**config.mk**
```make
export PLATFORM = sky130hd
export DESIGN_NAME = axi_burst_master
export DESIGN_NICKNAME = d
export VERILOG_FILES = /design/src/logic/burst_pkg.sv /design/src/logic/axi_burst_master.sv /design/src/logic/read_channel.sv /design/src/logic/write_ctrl_fsm.sv /design/src/logic/write_cmd_planner.sv /design/src/logic/beat_counter.sv
export SDC_FILE = /design/constraint.sdc
export NUM_CORES = 1
export LEC_CHECK = 0
export BUFFER_PORTS_ARGS = -buffer_cell sky130_fd_sc_hd__buf_2
export CAP_MARGIN = 20
export CORE_AREA = 2 2 182 184
export CTS_CLUSTER_SIZE = 10
export DETAILED_ROUTE_END_ITERATION = 6
export DIE_AREA = 0 0 184 186
export REMOVE_ABC_BUFFERS = 1
export SYNTH_ARGS = -nofsm -noshare
export SYNTH_HDL_FRONTEND = slang
export SYNTH_SLANG_ARGS = --single-unit
```
**constraint.sdc**
```tcl
create_clock -name aclk -period 4.75 [get_ports aclk]
set_clock_uncertainty 0.2 [all_clocks]
set_input_delay 0.2375 -clock aclk [delete_from_list [all_inputs] [get_ports aclk]]
set_output_delay 0.2375 -clock aclk [all_outputs]
set_load 0.03 [all_outputs]
```
**src/logic/burst_pkg.sv**
```systemverilog
// shared widths, page geometry, error codes and state types for the AXI4 burst master
`default_nettype none

package burst_pkg;

    localparam int ADDR_W         = 32;
    localparam int DATA_W         = 64;
    localparam int BEAT_BYTES     = 8;    // full-width beats only
    localparam int BEAT_BYTES_LOG = 3;
    localparam int PAGE_BYTES     = 4096; // no burst may cross this
    localparam int LEN_W          = 8;    // AXI4 length field
    localparam int RESP_W         = 2;

    typedef logic [ADDR_W-1:0]     addr_t;   // byte address
    typedef logic [DATA_W-1:0]     data_t;
    typedef logic [BEAT_BYTES-1:0] strb_t;
    typedef logic [LEN_W-1:0]      len_t;    // beats minus one
    typedef logic [9:0]            beats_t;  // beat count, up to one page (512)
    typedef logic [RESP_W-1:0]     resp_t;

    // bit 0 misaligned start, bit 1 not enough data in the user FIFO
    typedef logic [1:0] cmd_err_t;

    localparam cmd_err_t ERR_MISALIGN = 2'b01;
    localparam cmd_err_t ERR_NODATA   = 2'b10;

    // one AXI burst request
    typedef struct packed {
        addr_t addr;
        len_t  len;
    } burst_t;

    typedef enum logic [2:0] {
        W_IDLE,
        W_CHECK,
        W_ADDR,
        W_DATA,
        W_RESP
    } write_state_t;

    typedef enum logic [1:0] {
        R_IDLE,
        R_ADDR,
        R_DATA
    } read_state_t;

endpackage

`default_nettype wire
```
**src/logic/axi_burst_master.sv**
```systemverilog
// AXI4 burst master top, joins the write planner, write FSM, beat counter and read channel
`timescale 1ns/1ps
`default_nettype none

module axi_burst_master
    import burst_pkg::*;
(
    input  wire      aclk,
    input  wire      aresetn,
    // AW
    output addr_t    m_axi_awaddr,
    output len_t     m_axi_awlen,
    output logic     m_axi_awvalid,
    input  wire      m_axi_awready,
    // W
    output data_t    m_axi_wdata,
    output strb_t    m_axi_wstrb,
    output logic     m_axi_wvalid,
    output logic     m_axi_wlast,
    input  wire      m_axi_wready,
    // B
    input  resp_t    m_axi_bresp,
    input  wire      m_axi_bvalid,
    output logic     m_axi_bready,
    // AR
    output addr_t    m_axi_araddr,
    output len_t     m_axi_arlen,
    output logic     m_axi_arvalid,
    input  wire      m_axi_arready,
    // R
    input  data_t    m_axi_rdata,
    input  resp_t    m_axi_rresp,
    input  wire      m_axi_rvalid,
    input  wire      m_axi_rlast,
    output logic     m_axi_rready,
    // user write side
    input  wire      user_w_start,
    input  addr_t    user_w_addr,
    input  len_t     user_w_len,
    input  data_t    user_w_data,
    input  strb_t    user_w_strb,
    input  beats_t   user_w_fifo_cnt,
    output logic     user_w_data_pop_req,
    output logic     user_w_free,
    output resp_t    user_w_status,
    output cmd_err_t user_w_cmd_error,
    // user read side
    input  wire      user_r_start,
    input  addr_t    user_r_addr,
    input  len_t     user_r_len,
    input  wire      user_r_fifo_full,
    output data_t    user_r_data,
    output logic     user_r_data_push_req,
    output logic     user_r_free,
    output resp_t    user_r_status
);

    logic     cmd_valid;
    logic     split_pending;
    burst_t   burst;
    cmd_err_t cmd_err;
    logic     burst_done;
    logic     cmd_reject;
    logic     burst_start;
    logic     beat_fire;
    logic     last_beat;

    write_cmd_planner u_write_planner (
        .aclk            (aclk),
        .aresetn         (aresetn),
        .user_w_start    (user_w_start),
        .user_w_addr     (user_w_addr),
        .user_w_len      (user_w_len),
        .user_w_fifo_cnt (user_w_fifo_cnt),
        .burst_done      (burst_done),
        .cmd_reject      (cmd_reject),
        .cmd_valid       (cmd_valid),
        .split_pending   (split_pending),
        .burst           (burst),
        .cmd_err         (cmd_err)
    );

    write_ctrl_fsm u_write_fsm (
        .aclk                (aclk),
        .aresetn             (aresetn),
        .cmd_valid           (cmd_valid),
        .split_pending       (split_pending),
        .cmd_err             (cmd_err),
        .burst               (burst),
        .last_beat           (last_beat),
        .m_axi_awready       (m_axi_awready),
        .m_axi_wready        (m_axi_wready),
        .m_axi_bvalid        (m_axi_bvalid),
        .m_axi_bresp         (m_axi_bresp),
        .user_w_data         (user_w_data),
        .user_w_strb         (user_w_strb),
        .m_axi_awaddr        (m_axi_awaddr),
        .m_axi_awlen         (m_axi_awlen),
        .m_axi_awvalid       (m_axi_awvalid),
        .m_axi_wdata         (m_axi_wdata),
        .m_axi_wstrb         (m_axi_wstrb),
        .m_axi_wvalid        (m_axi_wvalid),
        .m_axi_wlast         (m_axi_wlast),
        .m_axi_bready        (m_axi_bready),
        .user_w_data_pop_req (user_w_data_pop_req),
        .user_w_free         (user_w_free),
        .user_w_status       (user_w_status),
        .user_w_cmd_error    (user_w_cmd_error),
        .burst_start         (burst_start),
        .beat_fire           (beat_fire),
        .burst_done          (burst_done),
        .cmd_reject          (cmd_reject)
    );

    beat_counter u_beat_counter (
        .aclk        (aclk),
        .aresetn     (aresetn),
        .burst_start (burst_start),
        .beat_fire   (beat_fire),
        .burst_len   (burst.len),
        .last_beat   (last_beat)
    );

    read_channel u_read_channel (
        .aclk                 (aclk),
        .aresetn              (aresetn),
        .user_r_start         (user_r_start),
        .user_r_addr          (user_r_addr),
        .user_r_len           (user_r_len),
        .user_r_fifo_full     (user_r_fifo_full),
        .m_axi_arready        (m_axi_arready),
        .m_axi_rdata          (m_axi_rdata),
        .m_axi_rresp          (m_axi_rresp),
        .m_axi_rvalid         (m_axi_rvalid),
        .m_axi_rlast          (m_axi_rlast),
        .m_axi_araddr         (m_axi_araddr),
        .m_axi_arlen          (m_axi_arlen),
        .m_axi_arvalid        (m_axi_arvalid),
        .m_axi_rready         (m_axi_rready),
        .user_r_data          (user_r_data),
        .user_r_data_push_req (user_r_data_push_req),
        .user_r_free          (user_r_free),
        .user_r_status        (user_r_status)
    );

endmodule

`default_nettype wire

```
**src/logic/read_channel.sv**
```systemverilog
// read side, one AR burst per command with R beats forwarded into the user FIFO
`timescale 1ns/1ps
`default_nettype none

module read_channel
    import burst_pkg::*;
(
    input  wire   aclk,
    input  wire   aresetn,
    input  wire   user_r_start,
    input  addr_t user_r_addr,
    input  len_t  user_r_len,
    input  wire   user_r_fifo_full,
    input  wire   m_axi_arready,
    input  data_t m_axi_rdata,
    input  resp_t m_axi_rresp,
    input  wire   m_axi_rvalid,
    input  wire   m_axi_rlast,
    output addr_t m_axi_araddr,
    output len_t  m_axi_arlen,
    output logic  m_axi_arvalid,
    output logic  m_axi_rready,
    output data_t user_r_data,
    output logic  user_r_data_push_req,
    output logic  user_r_free,
    output resp_t user_r_status
);

    read_state_t state_q;
    read_state_t state_d;
    burst_t      cmd_q;
    resp_t       status_q;
    logic        beat_ok;

    assign beat_ok = m_axi_rvalid && m_axi_rready;

    always_comb
    begin
        state_d = state_q;
        case (state_q)
            R_IDLE:
                if (user_r_start)
                    state_d = R_ADDR;
            R_ADDR:
                if (m_axi_arready)
                    state_d = R_DATA;
            R_DATA:
                if (beat_ok && m_axi_rlast)
                    state_d = R_IDLE;
            default:
                state_d = R_IDLE;
        endcase
    end

    always_ff @(posedge aclk)
    begin
        if (!aresetn)
            state_q <= R_IDLE;
        else
            state_q <= state_d;
    end

    // command register, loaded only while idle
    always_ff @(posedge aclk)
    begin
        if (state_q == R_IDLE && user_r_start)
        begin
            cmd_q.addr <= user_r_addr;
            cmd_q.len  <= user_r_len;
        end
    end

    // keeps the latest accepted RRESP
    always_ff @(posedge aclk)
    begin
        if (!aresetn)
            status_q <= '0;
        else if (beat_ok)
            status_q <= m_axi_rresp;
    end

    assign m_axi_araddr  = cmd_q.addr;
    assign m_axi_arlen   = cmd_q.len;
    assign m_axi_arvalid = (state_q == R_ADDR);
    assign m_axi_rready  = (state_q == R_DATA) && !user_r_fifo_full; // stall while FIFO full

    assign user_r_data          = m_axi_rdata;
    assign user_r_data_push_req = beat_ok;
    assign user_r_free          = (state_q == R_IDLE);
    assign user_r_status        = status_q;

endmodule

`default_nettype wire

```
**src/logic/write_ctrl_fsm.sv**
```systemverilog
// write FSM driving AW, W and B, with the write status and command error registers
`timescale 1ns/1ps
`default_nettype none

module write_ctrl_fsm
    import burst_pkg::*;
(
    input  wire      aclk,
    input  wire      aresetn,
    input  wire      cmd_valid,
    input  wire      split_pending,
    input  cmd_err_t cmd_err,
    input  burst_t   burst,
    input  wire      last_beat,
    input  wire      m_axi_awready,
    input  wire      m_axi_wready,
    input  wire      m_axi_bvalid,
    input  resp_t    m_axi_bresp,
    input  data_t    user_w_data,
    input  strb_t    user_w_strb,
    output addr_t    m_axi_awaddr,
    output len_t     m_axi_awlen,
    output logic     m_axi_awvalid,
    output data_t    m_axi_wdata,
    output strb_t    m_axi_wstrb,
    output logic     m_axi_wvalid,
    output logic     m_axi_wlast,
    output logic     m_axi_bready,
    output logic     user_w_data_pop_req,
    output logic     user_w_free,
    output resp_t    user_w_status,
    output cmd_err_t user_w_cmd_error,
    output logic     burst_start,
    output logic     beat_fire,
    output logic     burst_done,
    output logic     cmd_reject
);

    write_state_t state_q;
    write_state_t state_d;
    resp_t        status_q;
    cmd_err_t     error_q;
    logic         new_cmd;

    always_comb
    begin
        state_d = state_q;
        case (state_q)
            W_IDLE:
                if (cmd_valid)
                    state_d = W_CHECK;
            W_CHECK:
                state_d = (|cmd_err) ? W_IDLE : W_ADDR;
            W_ADDR:
                if (m_axi_awready)
                    state_d = W_DATA;
            W_DATA:
                if (m_axi_wready && last_beat)
                    state_d = W_RESP;
            W_RESP:
                if (m_axi_bvalid)
                    state_d = split_pending ? W_ADDR : W_IDLE; // second half reuses AW
            default:
                state_d = W_IDLE;
        endcase
    end

    always_ff @(posedge aclk)
    begin
        if (!aresetn)
            state_q <= W_IDLE;
        else
            state_q <= state_d;
    end

    assign new_cmd     = (state_q == W_IDLE) && cmd_valid;
    assign burst_start = (state_d == W_ADDR) && (state_q != W_ADDR);
    assign beat_fire   = (state_q == W_DATA) && m_axi_wready;  // WVALID is high all of W_DATA
    assign burst_done  = (state_q == W_RESP) && m_axi_bvalid;
    assign cmd_reject  = (state_q == W_CHECK) && (|cmd_err);

    // channel outputs, AW fields hold while the burst is current
    assign m_axi_awaddr  = burst.addr;
    assign m_axi_awlen   = burst.len;
    assign m_axi_awvalid = (state_q == W_ADDR);

    assign m_axi_wdata  = user_w_data;  // FIFO head
    assign m_axi_wstrb  = user_w_strb;
    assign m_axi_wvalid = (state_q == W_DATA);
    assign m_axi_wlast  = (state_q == W_DATA) && last_beat;
    assign m_axi_bready = (state_q == W_RESP);

    assign user_w_data_pop_req = beat_fire;
    assign user_w_free         = (state_q == W_IDLE) && !cmd_valid;

    // status and error registers, cleared as a fresh command comes in
    always_ff @(posedge aclk)
    begin
        if (!aresetn)
        begin
            status_q <= '0;
            error_q  <= '0;
        end
        else if (new_cmd)
        begin
            status_q <= '0;
            error_q  <= '0;
        end
        else
        begin
            if (burst_done)
                status_q <= m_axi_bresp; // last burst's response wins
            if (cmd_reject)
                error_q <= cmd_err;
        end
    end

    assign user_w_status    = status_q;
    assign user_w_cmd_error = error_q;

endmodule

`default_nettype wire

```
**src/logic/write_cmd_planner.sv**
```systemverilog
// write command register, checks the command and splits a burst at the page boundary
`timescale 1ns/1ps
`default_nettype none

module write_cmd_planner
    import burst_pkg::*;
(
    input  wire      aclk,
    input  wire      aresetn,
    input  wire      user_w_start,
    input  addr_t    user_w_addr,
    input  len_t     user_w_len,
    input  beats_t   user_w_fifo_cnt,
    input  wire      burst_done,
    input  wire      cmd_reject,
    output logic     cmd_valid,
    output logic     split_pending,
    output burst_t   burst,
    output cmd_err_t cmd_err
);

    logic     cmd_valid_q;
    logic     split_q;
    burst_t   burst_q;    // burst currently on the bus
    burst_t   second_q;   // remainder after the page boundary
    cmd_err_t err_q;

    beats_t   total_beats;
    addr_t    page_off;
    addr_t    bytes_to_page;
    beats_t   beats_to_page;
    logic     crosses;
    logic     misalign;
    logic     nodata;
    burst_t   first_plan;
    burst_t   second_plan;
    cmd_err_t new_err;

    // plan both halves straight from the command inputs
    always_comb
    begin
        total_beats   = beats_t'(user_w_len) + beats_t'(1);
        page_off      = user_w_addr & addr_t'(PAGE_BYTES - 1);
        bytes_to_page = addr_t'(PAGE_BYTES) - page_off;
        beats_to_page = beats_t'(bytes_to_page >> BEAT_BYTES_LOG); // at most one page
        crosses       = total_beats > beats_to_page;

        misalign = |user_w_addr[BEAT_BYTES_LOG-1:0];
        nodata   = user_w_fifo_cnt < total_beats; // whole burst must already be queued
        new_err  = (misalign ? ERR_MISALIGN : cmd_err_t'(0)) |
                   (nodata ? ERR_NODATA : cmd_err_t'(0));

        first_plan.addr = user_w_addr;
        first_plan.len  = crosses ? len_t'(beats_to_page - beats_t'(1)) : user_w_len;

        // second half starts at the next page base
        second_plan.addr = user_w_addr + bytes_to_page;
        second_plan.len  = len_t'(total_beats - beats_to_page - beats_t'(1));
    end

    // control flags
    always_ff @(posedge aclk)
    begin
        if (!aresetn)
        begin
            cmd_valid_q <= 1'b0;
            split_q     <= 1'b0;
        end
        else if (!cmd_valid_q)
        begin
            if (user_w_start)
            begin
                cmd_valid_q <= 1'b1;
                split_q     <= crosses;
            end
        end
        else if (cmd_reject)
        begin
            cmd_valid_q <= 1'b0;
            split_q     <= 1'b0;
        end
        else if (burst_done)
        begin
            if (split_q)
                split_q <= 1'b0;     // move on to the remainder
            else
                cmd_valid_q <= 1'b0; // final response, command done
        end
    end

    // command payload
    always_ff @(posedge aclk)
    begin
        if (!cmd_valid_q && user_w_start)
        begin
            burst_q  <= first_plan;
            second_q <= second_plan;
            err_q    <= new_err;
        end
        else if (cmd_valid_q && burst_done && split_q)
        begin
            burst_q <= second_q;
        end
    end

    assign cmd_valid     = cmd_valid_q;
    assign split_pending = split_q;
    assign burst         = burst_q;
    assign cmd_err       = err_q;

endmodule

`default_nettype wire

```
**src/logic/beat_counter.sv**
```systemverilog
// counts accepted W beats and flags the last beat of the current burst
`timescale 1ns/1ps
`default_nettype none

module beat_counter
    import burst_pkg::*;
(
    input  wire  aclk,
    input  wire  aresetn,
    input  wire  burst_start,
    input  wire  beat_fire,
    input  len_t burst_len,
    output logic last_beat
);

    len_t count_q;  // beats already accepted in this burst

    always_ff @(posedge aclk)
    begin
        if (!aresetn)
            count_q <= '0;
        else if (burst_start)
            count_q <= '0;
        else if (beat_fire)
            count_q <= count_q + len_t'(1);
    end

    // len is beats minus one, so equality marks the final beat
    assign last_beat = (count_q == burst_len);

endmodule

`default_nettype wire

```
# ---- Word level (Yosys, flattened, before mapping)
# Cells that the tools add are included.
dict set report word_totals {
  regBits 143
  input_bits 241
  out_inout_bits 232
  wordCells 91
}
dict set report op_classes {
  addsub 7
  magnitude_cmp 2
  n_eq_ne 13
  mux 25
  bitwise_logic 2
  reduce_logical 27
}
# operator count
set op_table {}
lappend op_table {{2-to-1 mux 40 bit} 2}
lappend op_table {{adder 32 bit} 1}
lappend op_table {{subtractor 8 x 1 -> 8 bit, second input constant} 2}
lappend op_table {{logical AND 1 bit} 15}
lappend op_table {{case mux 3 bit (5 select lines)} 1}
lappend op_table {{subtractor 13 x 12 -> 14 bit, first input constant} 1}
lappend op_table {{2-to-1 mux 2 bit} 6}
lappend op_table {{2-to-1 mux 3 bit} 4}
lappend op_table {{> comparator 9 x 10 -> 1 bit} 1}
lappend op_table {{< comparator 10 x 9 -> 1 bit} 1}
lappend op_table {{2-to-1 mux 1 bit} 10}
lappend op_table {{adder 8 x 1 -> 9 bit, second input constant} 1}
lappend op_table {{equality test 3 x 2 -> 1 bit, second input constant} 3}
lappend op_table {{adder 8 x 1 -> 8 bit, second input constant} 1}
lappend op_table {{equality test 8 bit} 1}
lappend op_table {{2-to-1 mux 8 bit} 1}
lappend op_table {{subtractor 8 bit} 1}
lappend op_table {{inequality test 3 x 2 -> 1 bit, second input constant} 2}
lappend op_table {{case mux 2 bit (3 select lines)} 1}
lappend op_table {{OR reduction 2 bit} 3}
lappend op_table {{inequality test 2 x 1 -> 1 bit, second input constant} 2}
lappend op_table {{nonzero test 2 bit} 2}
lappend op_table {{equality test 3 x 1 -> 1 bit, second input constant} 1}
lappend op_table {{equality test 3 bit, second input constant} 1}
lappend op_table {{11 further kinds} 12}

# ---- Logic depth before layout (Yosys ltp)
dict set report logic_depth {
  ltp_word 7
  mapped_depth 14
  depth_no_buf 12
}

# ---- Hierarchy
# From an unflattened synthesis, not the netlist that was laid out.
dict set report hier_totals {
  cells_unflattened 842
  area_unflattened_um2 8764.7
}
# mod n_inst cells_per_inst area_per_inst_um2 seq_area_each_um2
set by_module_without_submodules {}
lappend by_module_without_submodules {write_cmd_planner 1 502 5166.2 2442.3}
lappend by_module_without_submodules {read_channel 1 126 1884.3 1281.2}
lappend by_module_without_submodules {write_ctrl_fsm 1 164 1280.0 140.1}
lappend by_module_without_submodules {beat_counter 1 50 434.2 160.2}

# ---- Worst setup path before layout
# OpenSTA, ideal clock, no wires.
dict set report synth_path {
  kind {in2reg}
  start {input user_w_addr[0]}
  end {register u_write_planner.burst_q (netlist bit u_write_planner.burst[3]) (data pin)}
  setup_time_ns 0.273
  arrival_time_ns 3.379
  required_ns 4.277
  slack_ns 0.897
  path_stages 13
  n_path_buf 1
  path_cell_list {inv_1 ha_1 nand2b_1 nor4_1 ha_1 ha_1 a31o_2 maj3_1 a221o_1 a21o_1 buf_6 a41oi_1 o211ai_1}
}
dict set report synth_via {
  elab_chain_cells 4
  elab_cells_between_ends 5
  classes_between {2 x add/sub; 1 x order compare; 2 x mux}
}
# item line
set synth_rtl {}
lappend synth_rtl {{start, declared} axi_burst_master.sv:38} ;# input addr_t user_w_addr,
lappend synth_rtl {{subtractor 13 x 12 -> 14 bit (*)} write_cmd_planner.sv:44} ;# bytes_to_page = addr_t'(PAGE_BYTES) - page_off;
lappend synth_rtl {{subtractor 8 x 1 -> 8 bit / > comparator 9 x 10 -> 1 bit (equally long branches)} {write_cmd_planner.sv:54, write_cmd_planner.sv:46}}
lappend synth_rtl {{2-to-1 mux 8 bit (*)} write_cmd_planner.sv:54} ;# first_plan.len = crosses ? len_t'(beats_to_page - beats_t'(1)) : user_w_len;
lappend synth_rtl {{2-to-1 mux 40 bit (*)} write_cmd_planner.sv:94} ;# if (!cmd_valid_q && user_w_start)
lappend synth_rtl {{end signal, assigned} write_cmd_planner.sv:96} ;# burst_q <= first_plan;
lappend synth_rtl {{end signal, assigned} write_cmd_planner.sv:102} ;# burst_q <= second_q;
lappend synth_rtl {{end, declared} write_cmd_planner.sv:24} ;# burst_t burst_q;
# Mark *: on every way between the ends. The rest lies on a longest branch, timed or not.
# A chain may end at the register's enable or synchronous reset.

==> flow_metrics.env <==
export IMPL_setup_violations=0
export IMPL_yosysWarnings=0
export IMPL_ys_ff_latch=142
export IMPL_finalHoldViolations=0
export IMPL_die_w_um=184
export IMPL_fin_tns_setup_ns=0
export IMPL_worstSetupStartpointType="input port"
export IMPL_wire_per_inst_um=36.7
export IMPL_die_h_um=186
export IMPL_syn_inst=887
export IMPL_syn_area_per_cell_um2=10.1
export IMPL_grt_setup_unrepaired="false"
export IMPL_portBuffers=200
export IMPL_via_count=7392
export IMPL_finish_net_count=1293
export IMPL_combPwrFrac=0.192
export IMPL_netlist_area_um2=8980
export IMPL_crit_path_max_fanout=10
export IMPL_cts_sinks=142
export IMPL_clockBufferDepth=2
export IMPL_timing_fmax_mhz=233
export IMPL_yosys_area_top_type_share=0.405
export IMPL_grt_total_usage=0.307
export IMPL_status="finished, final reports clean"
export IMPL_cts_resized=0
export IMPL_p_clk_frac=0.372
export IMPL_crit_path_end_kind="flop"
export IMPL_worstPathArrival_ns=4.29
export IMPL_p_leak_nw=4.42
export IMPL_slew_violations=0
export IMPL_cts_tree="done"
export IMPL_ant_nets=0
export IMPL_row_count=66
export IMPL_die_area_um2=34200
export IMPL_synthArstFlopShare=0
export IMPL_tightestPinTransition_ns=0.912
export IMPL_cts_root_buf="clkbuf_16"
export IMPL_synth_area_leader_cell="edfxtp_1"
export IMPL_slew_headroom=0.392
export IMPL_h_tree_depth=4
export IMPL_synth_seq_area_share=0.452
export IMPL_dp_hpwl_mm=44.8
export IMPL_synthFlopType="edfxtp_1"
export IMPL_p_sw_mw=1.04
export IMPL_clk_latency_ns=0.45
export IMPL_antenna_found_initial=1
export IMPL_wl_mm=52.9
export IMPL_synth_edff_count=121
export IMPL_cts_hold_buf=76
export IMPL_critPathRequiredTime_ns=4.74
export IMPL_grt_max_degree=60
export IMPL_overflow=0
export IMPL_worst_setup_path_type="in -> reg"
export IMPL_core_area_um2=32200
export IMPL_clkTransAtPathRegs_ns=0.06
export IMPL_synth_area_top_cells="edfxtp_1 (40%), buf_4 (11%), nand2_1 (5.4%), dfxtp_1 (4.7%), ha_1 (4.5%)"
export IMPL_gp_congestion=0.947
export IMPL_cap_viol_max_count=0
export IMPL_syn_to_final_growth_pct=19.4
export IMPL_post_synth_num_cell_types=72
export IMPL_total_power_mw=3.49
export IMPL_grt_first_pass_wirelength_mm=66.4
export IMPL_fin_crit_ns=4.29
export IMPL_p_sw_frac=0.298
export IMPL_start_util=0.279
export IMPL_p_per_area_nw_per_um2=326
export IMPL_drtPass1Iterations=5
export IMPL_cts_setup_buffers=0
export IMPL_io_pins=473
export IMPL_grt_pass1_vias=6892
export IMPL_intPower_mw=2.45
export IMPL_yosysMostFrequentCell="buf_4"
export IMPL_cts_buffers=17
export IMPL_hold_class="in -> reg"
export IMPL_drtIter0Drc=585
export IMPL_pwr_share_seq=0.436
export IMPL_synthTopCellsByCount="buf_4 (136), nand2_1 (130), edfxtp_1 (121), nor2_1 (40), xor2_1 (37)"
export IMPL_vdd_ir_drop_max_mv=0.255
export IMPL_drt_vias_per_instance=5.13
export IMPL_drive_gt1_frac=0.251
export IMPL_min_period_over_period=0.904
export IMPL_drc=0
kinds of logic after synthesis:
group | synth area share
and+or+nand+nor | 0.171
buffers and inverters | 0.146
DFF | 0.452
AOI/OAI and AO/OA | 0.0932
xor gates and xnor gates | 0.0732
adders and majority gates | 0.0513
muxes | 0.0145
state kept, by name, indices dropped and copies added, names as in the netlist:
name	flops
u_beat_counter.count_q	8
u_read_channel.m_axi_araddr	32
u_read_channel.m_axi_arlen	8
u_read_channel.state_q	2
u_read_channel.user_r_status	2
u_write_fsm.state_q	3
u_write_fsm.user_w_cmd_error	2
u_write_fsm.user_w_status	2
u_write_planner.burst	40
u_write_planner.cmd_err	2
u_write_planner.cmd_valid	1
u_write_planner.second_q	39
u_write_planner.split_pending	1
through the flow:
| step | util | cells | instance area, µm² | setup slack (ns) | hold slack [ns] |
|---|---|---|---|---|---|
| floorplan | - | 711 | 7780 | 0.789 | 0.136 |
| global placement | 0.292 | 1331 | 9400 | 0.557 | 0.215 |
| detailed placement | 0.292 | 1331 | 9400 | 0.431 | 0.216 |
| CTS | 0.332 | 1438 | 10700 | 0.515 | 0.000291 |
| global route | 0.333 | 1439 | 10700 | 0.213 | 0.0342 |
| finish | 0.333 | 1440 | 10700 | 0.456 | 0.0216 |
worst paths after layout:
check                               start                            to  slack [ns]  cells past startpoint
max reg2reg     u_read_channel.state_q[0]     u_read_channel.state_q[1]        2.22                      8
min reg2reg  u_write_planner.second_q[29]     u_write_planner.burst[29]        0.32                      2
max                        user_w_addr[6]  u_write_planner.second_q[25]        0.46                     13
min                        user_w_addr[7]     u_write_planner.burst[15]        0.02                      3
per-layer routing:
layer,track usage,vias up,share of wire
li1,-,3275,-
met1,0.223,3383,0.26
met2,0.467,593,0.44
met3,0.301,135,0.21
met4,0.249,6,0.092
met5,0.0504,-,0.0039
cell type report:
class,count,area (µm²)
fill,3219,21500
sequential,142,4050
multi-input combinational,539,3620
timing repair buffer,289,1870
tap,408,510
clock buffer,19,433
inverter,30,113
clock inverter,12,110
antenna,1,2.50
power groups by stage:
stage	clock (mW)	combinational, mW	sequential (mW)
after detailed placement	0	0.619	1.55
after CTS	1.33	0.670	1.52
after floorplan	0	0.280	1.65
after global placement	0	0.615	1.55
final	1.30	0.671	1.52
after global routing	1.38	0.731	1.53
cells in the final DEF (no fill, tap or decap), types with 3 or more instances in the layout:
master,netlist,layout
nor2_1,40,40
mux2i_1,10,10
o211ai_1,8,8
o311ai_0,6,6
inv_1,30,29
nand2b_1,16,15
and2_1,9,8
a211oi_1,5,5
xnor2_1,30,30
maj3_1,4,4
a21oi_1,12,12
nand4_1,13,13
buf_4,136,11
xor2_1,37,37
nor3b_1,14,14
o21ai_0,19,19
nand3_1,23,23
or4_1,4,4
a31oi_1,4,4
dfxtp_1,21,21
buf_2,2,200
nand4b_1,6,6
edfxtp_1,121,121
clkbuf_16,0,17
dlygate4sd3_1,0,76
nand2_1,130,129
a211o_1,3,3
and3_1,8,8
inv_6,0,5
a221oi_1,8,8
a21o_1,5,5
o21a_1,7,7
a21boi_0,3,3
nor2b_1,6,6
nor4_1,9,9
nor3_1,12,12
o31ai_1,7,7
ha_1,32,32
critical path, cell delays in order:
cell,delay [ns]
dlygate4sd3_1,0.53
buf_2,0.17
or4_4,0.58
or4_1,0.54
inv_1,0.08
ha_1,0.31
xnor2_1,0.44
nand3_1,0.14
nand2_1,0.10
o311ai_0,0.22
a21oi_2,0.55
o21ai_0,0.21
xnor2_1,0.16
Power figures use the tool's default switching activity.
